[src/rtl/megarom_pkg.sv]
// ==============================
// Megarom controller constants
// Register map, flag bits, unlock
// key, reset defaults and fixed
// addresses of the cartridge
// ==============================

package megarom_pkg;

    // Unlock key bytes for offsets 0 to 3
    localparam logic [7:0] key_0 = 8'hAB;
    localparam logic [7:0] key_1 = 8'hCD;
    localparam logic [7:0] key_2 = 8'h98;
    localparam logic [7:0] key_3 = 8'h76;

    // Number of bank registers
    localparam int bank_count = 4;

    // Offsets inside the 32 byte window
    localparam logic [4:0] reg_key_0       = 5'h00;
    localparam logic [4:0] reg_key_1       = 5'h01;
    localparam logic [4:0] reg_key_2       = 5'h02;
    localparam logic [4:0] reg_key_3       = 5'h03;
    localparam logic [4:0] reg_flags       = 5'h0C;
    localparam logic [4:0] reg_mask_val    = 5'h0D;
    localparam logic [4:0] reg_mask_addr_l = 5'h0E;
    localparam logic [4:0] reg_mask_addr_h = 5'h0F;

    // Per bank offsets with a stride of 4 from 10h
    // Fourth byte of each group is spare
    localparam logic [4:0] reg_bank_addr_l [bank_count] = '{5'h10, 5'h14, 5'h18, 5'h1C};
    localparam logic [4:0] reg_bank_addr_h [bank_count] = '{5'h11, 5'h15, 5'h19, 5'h1D};
    localparam logic [4:0] reg_bank_init   [bank_count] = '{5'h12, 5'h16, 5'h1A, 5'h1E};

    // Bit positions in the flags register
    localparam logic [2:0] flag_write_protect = 3'd0;
    localparam logic [2:0] flag_bank_16k      = 3'd1;
    localparam logic [2:0] flag_cs1_mask      = 3'd2;
    localparam logic [2:0] flag_cs2_mask      = 3'd3;
    localparam logic [2:0] flag_scc           = 3'd4;
    // Keeps the enable bit across a bus reset
    localparam logic [2:0] flag_enable_cont   = 3'd6;
    localparam logic [2:0] flag_enable        = 3'd7;

    // Reset defaults
    // No bank register hit until configured
    localparam logic [15:0] default_bank_addr = 16'hFFFF;
    localparam logic [15:0] default_addr_mask = 16'h0000;
    localparam logic [7:0]  default_data_mask = 8'h00;
    localparam logic [7:0]  default_init      = 8'h00;
    // Write protect, 16k, both masks and scc set
    // Enable and continuous clear
    localparam logic [7:0]  default_flags     = 8'b0001_1111;

    // Config window base lies outside both cartridge windows
    localparam logic [15:0] config_base = 16'h3FE0;

    // Start of cartridge image in flat memory
    localparam logic [23:0] mem_top = 24'h100000;

endpackage

[src/rtl/megarom_config.sv]
// ==============================
// Megarom configuration block
// Key protected 32 byte register
// window, bus write edge strobe
// and decoded mapper settings
// ==============================

`timescale 1ns/1ps

module megarom_config (
    input  logic        CLK,
    input  logic        RESET_n,
    input  logic        bus_reset_n,
    input  logic        sltsl_n,
    input  logic        merq_n,
    input  logic        rd_n,
    input  logic        wr_n,
    input  logic [15:0] addr,
    input  logic [7:0]  din,
    output logic [7:0]  dout,
    output logic        busdir_n,
    output logic        wr_stb,
    output logic        scc_ena_n,
    output logic [15:0] bank_addr [megarom_pkg::bank_count],
    output logic [15:0] bank_addr_mask,
    output logic [7:0]  bank_data_mask,
    output logic [7:0]  bank_init [megarom_pkg::bank_count],
    output logic        bank_16k,
    output logic        write_protect,
    output logic        cs1_off,
    output logic        cs2_off
);
    import megarom_pkg::*;

    // Register window
    logic [7:0] cfg_reg [32];
    logic [7:0] flags;

    // Bus qualifiers
    logic rd_act;
    logic wr_act;
    logic wr_act_q;

    // Decode
    logic unlocked;
    logic in_window;
    logic in_key_window;
    logic wr_sel;

    // Power-on value of one register byte
    function automatic logic [7:0] reset_value(input logic [4:0] offset);
        logic [7:0] value;
        value = 8'h00;
        case (offset)
            // Inverted key so the block starts locked
            reg_key_0:       value = ~key_0;
            reg_key_1:       value = ~key_1;
            reg_key_2:       value = ~key_2;
            reg_key_3:       value = ~key_3;
            reg_flags:       value = default_flags;
            reg_mask_val:    value = default_data_mask;
            reg_mask_addr_l: value = default_addr_mask[7:0];
            reg_mask_addr_h: value = default_addr_mask[15:8];
            default:         value = 8'h00;
        endcase
        for (int i = 0; i < bank_count; i++) begin
            if (offset == reg_bank_addr_l[i])
                value = default_bank_addr[7:0];
            if (offset == reg_bank_addr_h[i])
                value = default_bank_addr[15:8];
            if (offset == reg_bank_init[i])
                value = default_init;
        end
        return value;
    endfunction

    assign rd_act = !sltsl_n && !merq_n && !rd_n;
    assign wr_act = !sltsl_n && !merq_n && !wr_n;

    // Previous write state
    // Forced active during bus reset so no strobe fires there
    // or for a write spanning its release
    always_ff @(posedge CLK or negedge RESET_n) begin
        if (!RESET_n)
            wr_act_q <= 1'b1;
        else if (!bus_reset_n)
            wr_act_q <= 1'b1;
        else
            wr_act_q <= wr_act;
    end

    // First cycle of a write
    assign wr_stb = wr_act && !wr_act_q;

    // Unlocked only with all four key bytes in place
    assign unlocked = (cfg_reg[reg_key_0] == key_0) &&
                      (cfg_reg[reg_key_1] == key_1) &&
                      (cfg_reg[reg_key_2] == key_2) &&
                      (cfg_reg[reg_key_3] == key_3);

    assign in_window     = addr[15:5] == config_base[15:5];
    assign in_key_window = addr[15:2] == config_base[15:2];
    // Locked block accepts key bytes only
    assign wr_sel = unlocked ? in_window : in_key_window;

    // Read back one cycle behind the bus
    always_ff @(posedge CLK or negedge RESET_n) begin
        if (!RESET_n) begin
            busdir_n <= 1'b1;
            dout     <= 8'h00;
        end else if (!bus_reset_n || !rd_act || !unlocked || !in_window) begin
            busdir_n <= 1'b1;
            dout     <= 8'h00;
        end else begin
            busdir_n <= 1'b0;
            dout     <= cfg_reg[addr[4:0]];
        end
    end

    // Register writes
    always_ff @(posedge CLK or negedge RESET_n) begin
        if (!RESET_n) begin
            for (int i = 0; i < 32; i++)
                cfg_reg[i] <= reset_value(5'(i));
        end else if (!bus_reset_n) begin
            // Reset button turns the cartridge off unless continuous
            if (!cfg_reg[reg_flags][flag_enable_cont])
                cfg_reg[reg_flags][flag_enable] <= 1'b0;
        end else if (wr_stb && wr_sel) begin
            cfg_reg[addr[4:0]] <= din;
        end
    end

    // Decoded settings
    assign flags = cfg_reg[reg_flags];

    always_comb begin
        for (int i = 0; i < bank_count; i++) begin
            bank_addr[i] = {cfg_reg[reg_bank_addr_h[i]], cfg_reg[reg_bank_addr_l[i]]};
            bank_init[i] = cfg_reg[reg_bank_init[i]];
        end
    end

    assign bank_addr_mask = {cfg_reg[reg_mask_addr_h], cfg_reg[reg_mask_addr_l]};
    assign bank_data_mask = cfg_reg[reg_mask_val];
    assign bank_16k       = flags[flag_bank_16k];
    assign write_protect  = flags[flag_write_protect];
    // Window off when masked or cartridge disabled
    assign cs1_off        = flags[flag_cs1_mask] || !flags[flag_enable];
    assign cs2_off        = flags[flag_cs2_mask] || !flags[flag_enable];
    // Sound chip enable level is the flag itself
    assign scc_ena_n      = flags[flag_scc];

endmodule

[src/rtl/megarom_bank_regs.sv]
// ==============================
// Megarom bank register file
// Snoops CPU writes and keeps
// the four bank numbers
// ==============================

`timescale 1ns/1ps

module megarom_bank_regs (
    input  logic        CLK,
    input  logic        RESET_n,
    input  logic        bus_reset_n,
    input  logic        wr_stb,
    input  logic [15:0] addr,
    input  logic [7:0]  din,
    input  logic [15:0] bank_addr [megarom_pkg::bank_count],
    input  logic [15:0] bank_addr_mask,
    input  logic [7:0]  bank_data_mask,
    input  logic [7:0]  bank_init [megarom_pkg::bank_count],
    output logic [7:0]  bank [megarom_pkg::bank_count]
);
    import megarom_pkg::*;

    // Address compare per bank
    logic [bank_count-1:0] match;
    // One-hot lowest matching bank
    logic [bank_count-1:0] hit;
    logic                  found;
    // Value stored on a hit
    logic [7:0]            wr_val;

    // Masked address bits are don't care
    always_comb begin
        for (int i = 0; i < bank_count; i++)
            match[i] = ((addr ^ bank_addr[i]) & ~bank_addr_mask) == 16'h0000;
    end

    // Priority to bank 0
    always_comb begin
        hit   = '0;
        found = 1'b0;
        for (int i = 0; i < bank_count; i++) begin
            if (match[i] && !found) begin
                hit[i] = 1'b1;
                found  = 1'b1;
            end
        end
    end

    // Data mask clears unused bank bits
    assign wr_val = din & ~bank_data_mask;

    always_ff @(posedge CLK or negedge RESET_n) begin
        if (!RESET_n) begin
            // Init registers hold their defaults after power-on
            for (int i = 0; i < bank_count; i++)
                bank[i] <= default_init;
        end else if (!bus_reset_n) begin
            // Bus reset reloads the configured init values
            for (int i = 0; i < bank_count; i++)
                bank[i] <= bank_init[i];
        end else if (wr_stb) begin
            for (int i = 0; i < bank_count; i++) begin
                if (hit[i])
                    bank[i] <= wr_val;
            end
        end
    end

endmodule

[src/rtl/megarom_mapper.sv]
// ==============================
// Megarom address mapper
// Slot accesses to registered
// flat memory address and strobes
// ==============================

`timescale 1ns/1ps

module megarom_mapper (
    input  logic        CLK,
    input  logic        RESET_n,
    input  logic        bus_reset_n,
    input  logic        sltsl_n,
    input  logic        merq_n,
    input  logic        rd_n,
    input  logic        wr_stb,
    input  logic [15:0] addr,
    input  logic [7:0]  bank [megarom_pkg::bank_count],
    input  logic        bank_16k,
    input  logic        write_protect,
    input  logic        cs1_off,
    input  logic        cs2_off,
    output logic [23:0] mem_addr,
    output logic        mem_rd,
    output logic        mem_wr
);
    import megarom_pkg::*;

    logic        rd_act;
    // 4000-7FFF and 8000-BFFF
    logic        win1;
    logic        win2;
    logic        win_on;
    logic        wr_ok;
    // 8k quarter index over 4000-BFFF
    logic [1:0]  quarter;
    logic [7:0]  bank_16;
    logic [23:0] offset;

    assign rd_act = !sltsl_n && !merq_n && !rd_n;

    assign win1   = addr[15:14] == 2'b01;
    assign win2   = addr[15:14] == 2'b10;
    assign win_on = (win1 && !cs1_off) || (win2 && !cs2_off);
    assign wr_ok  = wr_stb && win_on && !write_protect;

    // 010x -> 0, 011x -> 1, 100x -> 2, 101x -> 3
    assign quarter = {addr[15], addr[13]};
    // Bank 0 for window 1, bank 1 for window 2
    assign bank_16 = addr[15] ? bank[1] : bank[0];

    // Bank times page size plus page offset
    always_comb begin
        if (bank_16k)
            offset = {2'b00, bank_16, addr[13:0]};
        else
            offset = {3'b000, bank[quarter], addr[12:0]};
    end

    // Strobes stay quiet during bus reset
    always_ff @(posedge CLK or negedge RESET_n) begin
        if (!RESET_n) begin
            mem_rd <= 1'b0;
            mem_wr <= 1'b0;
        end else if (!bus_reset_n) begin
            mem_rd <= 1'b0;
            mem_wr <= 1'b0;
        end else begin
            mem_rd <= rd_act && win_on;
            // Follows the write strobe by one cycle
            mem_wr <= wr_ok;
        end
    end

    // Address held between accesses
    // A masked window leaves it unchanged
    always_ff @(posedge CLK or negedge RESET_n) begin
        if (!RESET_n)
            mem_addr <= 24'h000000;
        else if ((rd_act && win_on) || wr_ok)
            mem_addr <= mem_top + offset;
    end

endmodule

[src/rtl/megarom_cart.sv]
// ==============================
// Megarom cartridge top
// Config block, bank registers
// and mapper on the slot bus
// ==============================

`timescale 1ns/1ps

module megarom_cart (
    input  logic        CLK,
    input  logic        RESET_n,
    // Slot bus
    input  logic        bus_reset_n,
    input  logic        sltsl_n,
    input  logic        merq_n,
    input  logic        rd_n,
    input  logic        wr_n,
    input  logic [15:0] addr,
    input  logic [7:0]  din,
    output logic [7:0]  dout,
    output logic        busdir_n,
    output logic        scc_ena_n,
    // Memory side
    output logic [23:0] mem_addr,
    output logic        mem_rd,
    output logic        mem_wr
);
    import megarom_pkg::*;

    // Write edge from the config block
    logic        wr_stb;

    // Decoded configuration
    logic [15:0] bank_addr [bank_count];
    logic [15:0] bank_addr_mask;
    logic [7:0]  bank_data_mask;
    logic [7:0]  bank_init [bank_count];
    logic        bank_16k;
    logic        write_protect;
    logic        cs1_off;
    logic        cs2_off;

    // Current bank numbers
    logic [7:0]  bank [bank_count];

    megarom_config u_config (
        .CLK            (CLK),
        .RESET_n        (RESET_n),
        .bus_reset_n    (bus_reset_n),
        .sltsl_n        (sltsl_n),
        .merq_n         (merq_n),
        .rd_n           (rd_n),
        .wr_n           (wr_n),
        .addr           (addr),
        .din            (din),
        .dout           (dout),
        .busdir_n       (busdir_n),
        .wr_stb         (wr_stb),
        .scc_ena_n      (scc_ena_n),
        .bank_addr      (bank_addr),
        .bank_addr_mask (bank_addr_mask),
        .bank_data_mask (bank_data_mask),
        .bank_init      (bank_init),
        .bank_16k       (bank_16k),
        .write_protect  (write_protect),
        .cs1_off        (cs1_off),
        .cs2_off        (cs2_off)
    );

    megarom_bank_regs u_bank_regs (
        .CLK            (CLK),
        .RESET_n        (RESET_n),
        .bus_reset_n    (bus_reset_n),
        .wr_stb         (wr_stb),
        .addr           (addr),
        .din            (din),
        .bank_addr      (bank_addr),
        .bank_addr_mask (bank_addr_mask),
        .bank_data_mask (bank_data_mask),
        .bank_init      (bank_init),
        .bank           (bank)
    );

    megarom_mapper u_mapper (
        .CLK            (CLK),
        .RESET_n        (RESET_n),
        .bus_reset_n    (bus_reset_n),
        .sltsl_n        (sltsl_n),
        .merq_n         (merq_n),
        .rd_n           (rd_n),
        .wr_stb         (wr_stb),
        .addr           (addr),
        .bank           (bank),
        .bank_16k       (bank_16k),
        .write_protect  (write_protect),
        .cs1_off        (cs1_off),
        .cs2_off        (cs2_off),
        .mem_addr       (mem_addr),
        .mem_rd         (mem_rd),
        .mem_wr         (mem_wr)
    );

endmodule

[config.mk]
export PLATFORM = sky130hd
export DESIGN_NAME = megarom_cart
export DESIGN_NICKNAME = d
export VERILOG_FILES = /design/src/rtl/megarom_pkg.sv /design/src/rtl/megarom_config.sv /design/src/rtl/megarom_bank_regs.sv /design/src/rtl/megarom_mapper.sv /design/src/rtl/megarom_cart.sv
export SDC_FILE = /design/constraint.sdc
export NUM_CORES = 1
export LEC_CHECK = 0
export BUFFER_PORTS_ARGS = -buffer_cell sky130_fd_sc_hd__buf_4
export CORE_ASPECT_RATIO = 0.6
export CORE_MARGIN = 10
export CORE_UTILIZATION = 57
export CTS_CLUSTER_DIAMETER = 30
export DETAILED_ROUTE_END_ITERATION = 16
export GPL_TIMING_DRIVEN = 1
export PLACE_DENSITY = 0.77
export SYNTH_ARGS = -nofsm -noshare
export SYNTH_HDL_FRONTEND = slang
export SYNTH_HIERARCHICAL = 1
export SYNTH_SLANG_ARGS = --single-unit
[constraint.sdc]
create_clock -name CLK -period 2.2 [get_ports CLK]
set_input_delay 0.22 -clock CLK [delete_from_list [all_inputs] [get_ports CLK]]
set_output_delay 0.22 -clock CLK [all_outputs]
set_load 0.02 [all_outputs]
---- Word-level counts from Yosys, hierarchy flattened ----
Index checks and enable logic that the tools add are counted.
W data, S select, Z words.
storage, ports and cells
  input bits .............................. 31
  logic and storage cells ................. 157
  memories kept ........................... 0
  bits in latches ......................... 0
  ROM bits ................................ 0
  output and inout bits ................... 36
  bits in registers ....................... 324
  RAM bits ................................ 0
operators by class
  div/mod/pow operators ................... 0
  multiply operators ...................... 0
  add/sub/neg operators ................... 1
  mux-type cells .......................... 32
  shift-type cells ........................ 0
  reductions and logical operators ........ 50
  bitwise gates (word level) .............. 13
  equality and inequality tests ........... 15
  $lt $le $gt $ge ......................... 3
operator list
  kind                      count
  $bwmux W256               1
  $mux W160                 1
  $mux W8                   11
  $and A16 B16 Y16          4
  $logic_not A16 Y1         4
  $mux W32                  2
  $xor A16 B16 Y16          4
  $bmux W8 S5               1
  $demux W8 S5              1
  $add A21 B24 Y24 const A  1
  $eq A8 B8 Y1 const B      3
  $mux W22                  1
  $logic_and A1 B1 Y1       17
  $bmux W8 S2               1
  $logic_not A1 Y1          16
  $not A16 Y16              1
  $eq A14 B12 Y1 const B    1
  $mux W1                   13
  $ne A2 B1 Y1 const B      6
  $reduce_and A2 Y1         6
  $eq A11 B9 Y1 const B     1
  $and A8 B8 Y8             1
  $eq A8 B7 Y1 const B      1
  $not A8 Y8                1
  other kinds (9)           15

---- Depth between registers and ports, before layout ----
  depth in word-level cells ............... 16
  gate-level depth with buffers ........... 9
  depth with buffers taken out ............ 6

---- Cells and area by module ----
Netlist, hierarchy kept.
modules (own cells, without submodules)
  module             sequential area each (µm²)  instances  area an instance (µm²)  cells each
  megarom_config     6762.7                      1          13514.2                 966
  megarom_bank_regs  800.8                       1          2657.5                  290
  megarom_mapper     625.6                       1          1415.1                  113

---- Worst setup path after synthesis ----
OpenSTA, ideal clock, no wires.
  kind .................................... register -> register
  start ................................... register u_config.wr_act_q
  end ..................................... register u_config.cfg_reg, in the netlist u_config/bank_addr_mask[0]
  buffers on the path ..................... 1
  stages on the path, launching flop included .. 7
  arrival time ............................ 2.355 ns
  slack ................................... -0.280 ns
  clock period less this slack ............ 2.480 ns
  required time ........................... 2.075 ns
  cell sequence ........................... dfstp_2 -> nor4_1 -> and2b_1 -> nand4_4 -> buf_4 -> nor3_4 -> mux2_2
on the way
  cells in the longest elaborated chain, start to end .. 4
RTL lines
  what                            line                   source
  start: declaration              megarom_config.sv:42   logic wr_act_q;
  start signal: assignment        megarom_config.sv:89   wr_act_q <= wr_act;
  $logic_not A1 Y1                megarom_config.sv:93   assign wr_stb = wr_act && !wr_act_q;
  $logic_and A1 B1 Y1             megarom_config.sv:93
  net wr_stb                      megarom_cart.sv:31     logic wr_stb;
  $logic_and A1 B1 Y1             megarom_config.sv:129  end else if (wr_stb && wr_sel) begin
  $reduce_and A2 Y1 (no line)     --
  end signal: indexed assignment  megarom_config.sv:124  cfg_reg[i] <= reset_value(5'(i));
  end signal: indexed assignment  megarom_config.sv:130  cfg_reg[addr[4:0]] <= din;
  end: declaration                megarom_config.sv:36   logic [7:0] cfg_reg [32];
The timed path passes the listed nets, and every way through them passes these cells.
A chain may end at the register's enable or synchronous reset.

---- Worst setup path after layout ----
  start ................................... register u_config/cfg_reg[245] (netlist bit)
  end ..................................... register u_config.cfg_reg, in the netlist u_config/bank_init[28]
on the way
  cells in the longest elaborated chain, start to end .. 7
RTL lines
  what                         line                   source
  $eq A8 B8 Y1                 megarom_config.sv:97   (cfg_reg[reg_key_1] == key_1) &&
  $logic_and A1 B1 Y1          megarom_config.sv:96   assign unlocked = (cfg_reg[reg_key_0] == key_0) &&
  $logic_and A1 B1 Y1          megarom_config.sv:97
  $logic_and A1 B1 Y1          megarom_config.sv:98   (cfg_reg[reg_key_2] == key_2) &&
  $mux W1                      megarom_config.sv:104  assign wr_sel = unlocked ? in_window : in_key_window;
  $logic_and A1 B1 Y1          megarom_config.sv:129
  $reduce_and A2 Y1 (no line)  --
Every way passes these cells.

==> run summary <==
Initial DRC count - 1,649
Drc violations - 0
Commonest cells post-synth - dfrtp_1 (238), mux2_2 (233), buf_4 (125)
Clock sink count - 323
Reg-to-reg startpoint - u_config/cfg_reg[245]
Dominant synthesized flop cell - dfrtp_1
Hold Violations, Final - 0
Multiplexer share of the synthesized area - 26.5%
Total non-filler cell area in the finished layout - 22,000 µm²
Smallest setup slack after layout - -217 ps
Arrival time of data at the critical path endpoint - 2870 ps
Maximum vdd drop - 0.694 mV
Sequential-to-total area share from yosys stat - 46.6%
Number of buffers between clock root and the deepest sink - 3
CP Cell Sequence - nor4bb_2 > buf_4 > and4_1 > nand4_1 > buf_6 > or4_1 > buf_6 > mux2_1
CTS Root Cell - clkbuf_16
Worst-Skew Late Latency - 570 ps
Rel. slew slack - 48.6%
Routability-driven placement congestion ratio - 1.02
Post-synthesis net count - 1,401
Flip-flop and latch count after synthesis - 323
Delay of the slowest cell on the worst path - 430 ps
Setup crit start - u_config/cfg_reg[245]
Layout cells sized above 1 - 55.1%
Post-synthesis instance area - 17,600 µm²
CP Launch Type - flip-flop
Number of synthesized flops with an enable pin - 0
Maximum clock frequency - 414 MHz
Instance count after placement with tap cells included - 1,852
Floorplan die area - 38,500 µm²
Total leakage power - 10.2 nW
Synthesized area per cell - 12.8 µm²
Average wire length per cell after detail routing - 30.0 µm
Fin util - 72.8%
Final worst path period share - 110%
Capture point of the worst path - u_config/bank_init[28]
Total track usage - 30.2%
Synth Area in XOR/XNOR - 3.23%
Number of setup violations in the final report - 229
HPWL after DPL - 41,000 µm
Final slew viol count - 0
Kind of path behind the tightest hold check - primary input to flip-flop
Outcome - finished, violations left
Setup clock skew after layout - 21.4 ps
Number of standard-cell rows in the floorplan - 49
Core area - 30,200 µm²
Fill cells - 1,975
Power density of the placed cells - 710 nW/µm²
CP Max Fanout - 9
Type of the worst setup path - flip-flop to flip-flop
Total number of nets in the final design - 1,543
Most frequent cell after synthesis - dfrtp_1
Port-buffer cells - 65
Clock Pin Slew Worst Setup and Hold Paths - 60 ps
Number of nets with antenna violations after routing - 0
Share of synthesized registers carrying an async set or reset - 100%
CTS tree - yes
Via count of the first global-routing pass - 12.8k
Die width - 247 µm
Worst setup slack for register-to-register paths - -220 ps
Capturing point of the worst reg2reg path - u_config/bank_init[28]
Wire length of the first global-routing pass - 86,000 µm
Post-synthesis share of cell area spent on full adders, half adders and majority gates - 0.0711%
Top-area cell type share of the netlist area - 33.9%
Hold Path Origin - addr[5]
Yosys cell types - 71
Total detailed-routing wirelength - 58,900 µm
Die outline height - 156 µm
Critical-path cell with the highest stage delay - or4_1
Vias after detailed routing - 12.8k
Worst Reg-to-Reg Cells - 8
Maximum number of pins on one net before global-route repair - 84
Setup repair after global routing missed its margin - true
Flip-flop count of the largest register, all copies and words added - 128
Number of instances in the synthesized netlist - 1,369
Most common cell on crit path - buf_6
Drt via density - 6.51
P&R area growth vs syn - 24.8%
Least-Margin Pin Slew - 760 ps
Top post-synthesis cells by area - dfrtp_1 (34%), mux2_2 (15%), dfstp_2 (13%), buf_4 (5.3%), mux4_2 (4.9%)
Post-placement cell area - 19,500 µm²
Crit path required time - 2650 ps
Violated checks - setup timing
H-Tree Depth - 2
Antenna violations before repair - 3
Number of max-cap violations - 0
YS warnings - 6
Top-level I/O count - 67
Total clock buffers created by CTS - 51
Final global-route overflow total - 0
Worst Hold Slack - 42.1 ps
Capturing element type of the critical path - flip-flop
Final worst path period need - 2420 ps
Basic-gate share of the synthesized area counting and, or, nand and nor cells - 8.61%
Post-synthesis compound-gate area fraction - 6.88%
Largest family of logic cells by synthesized area - multiplexers
Non-Filler Instances - 1,962
Library cell occupying the most area in the post-synthesis netlist - dfrtp_1
Effective utilization at floorplan - 58.3%
First-pass detailed-route iteration total - 5
## worst max-delay path: cells and delay by family (launching register included)
| kind | cells | cell delay (ps) |
|---|---|---|
| buf+inv | 3 | 540 |
| flops | 1 | 370 |
| mux | 1 | 310 |
| simple gates | 4 | 1080 |
## where the power goes
group,switching (W),total [W],internal (W)
Sequential,0.0000129,0.00599,0.00597
Clock,0.00322,0.00849,0.00528
Combinational,0.000725,0.00111,0.000386
## repair_timing
action	in CTS	in global routing
setup endpoints to repair	210	260
endpoints found under the hold margin	137	0
pin swaps	15	35
buffers inserted	3	4
hold buffers	7	0
resized for setup	58	67
## metrics by stage
stage                     setup TNS [ps]  setup slack [ps]  total power, W
after floorplan                        0             0.827         0.00656
after global placement            -27490              -272         0.00710
after detailed placement          -18530              -235         0.00711
after CTS                         -11240              -190          0.0156
after global routing              -34760              -294          0.0160
final                             -16500              -217          0.0156
## layer usage
layer  GRT usage, %  vias up  wire [µm]  share of wire [%]
met3           16.1      114       9360                 16
met2           40.1      818      23900                 41
li1               -     5259          -                  -
met4           7.97        2       1300                2.2
met1           41.7     6578      24400                 41
met5              0        -         13              0.022
## kinds of logic after synthesis
kind of cell | after synthesis
adder cells (fa/ha/maj) | 1
other | 1
multiplexers | 379
AND/OR/NAND/NOR | 210
buffers and inverters | 228
XOR/XNOR | 64
flip-flops | 323
AO/OA/AOI/OAI | 163
## placed cells by master, fill, tap and decap left out, types with 9 or more instances in the layout
master / n
nand2_1: 43
mux2_1: 23
buf_4: 251
o31ai_1: 10
a31oi_1: 14
o22ai_1: 36
nor2_1: 23
a22oi_1: 30
mux2_2: 164
nand2b_1: 10
xnor2_1: 54
o21ai_0: 9
a221o_1: 23
clkinv_4: 9
dfrtp_1: 238
xnor2_2: 10
buf_6: 14
nand4_1: 20
mux2_4: 84
dfstp_2: 85
nor2b_1: 10
clkbuf_16: 53
nor3_4: 22
mux4_2: 38
buf_12: 40
mux2i_1: 70
## how the worst min path moves through the flow
stage | end | slack [ps] | depth (start not counted)
2_1_floorplan | u_bank_regs/bank[0] | -80 | 0
3_3_place_gp | u_config/cfg_reg[229] | 140 | 1
3_5_place_dp | u_config/cfg_reg[229] | 140 | 1
4_1_cts | u_mapper/mem_addr[11] | 2 | 2
5_1_grt | u_mapper/mem_addr[11] | 30 | 2
6_report | u_mapper/mem_addr[5] | 40 | 2
## area by class of cell
cell class	count	area (µm²)	share of cell area (%)
Antenna cell	1	2.50	0.0114
Clock buffer	59	1410	6.42
Clock inverter	36	412	1.87
Inverter	4	15.0	0.0684
Multi-Input combinational cell	818	8490	38.7
Sequential cell	323	8190	37.3
Tap cell	408	510	2.33
Timing Repair Buffer	313	2930	13.3
(Power assumes the default switching activity.)
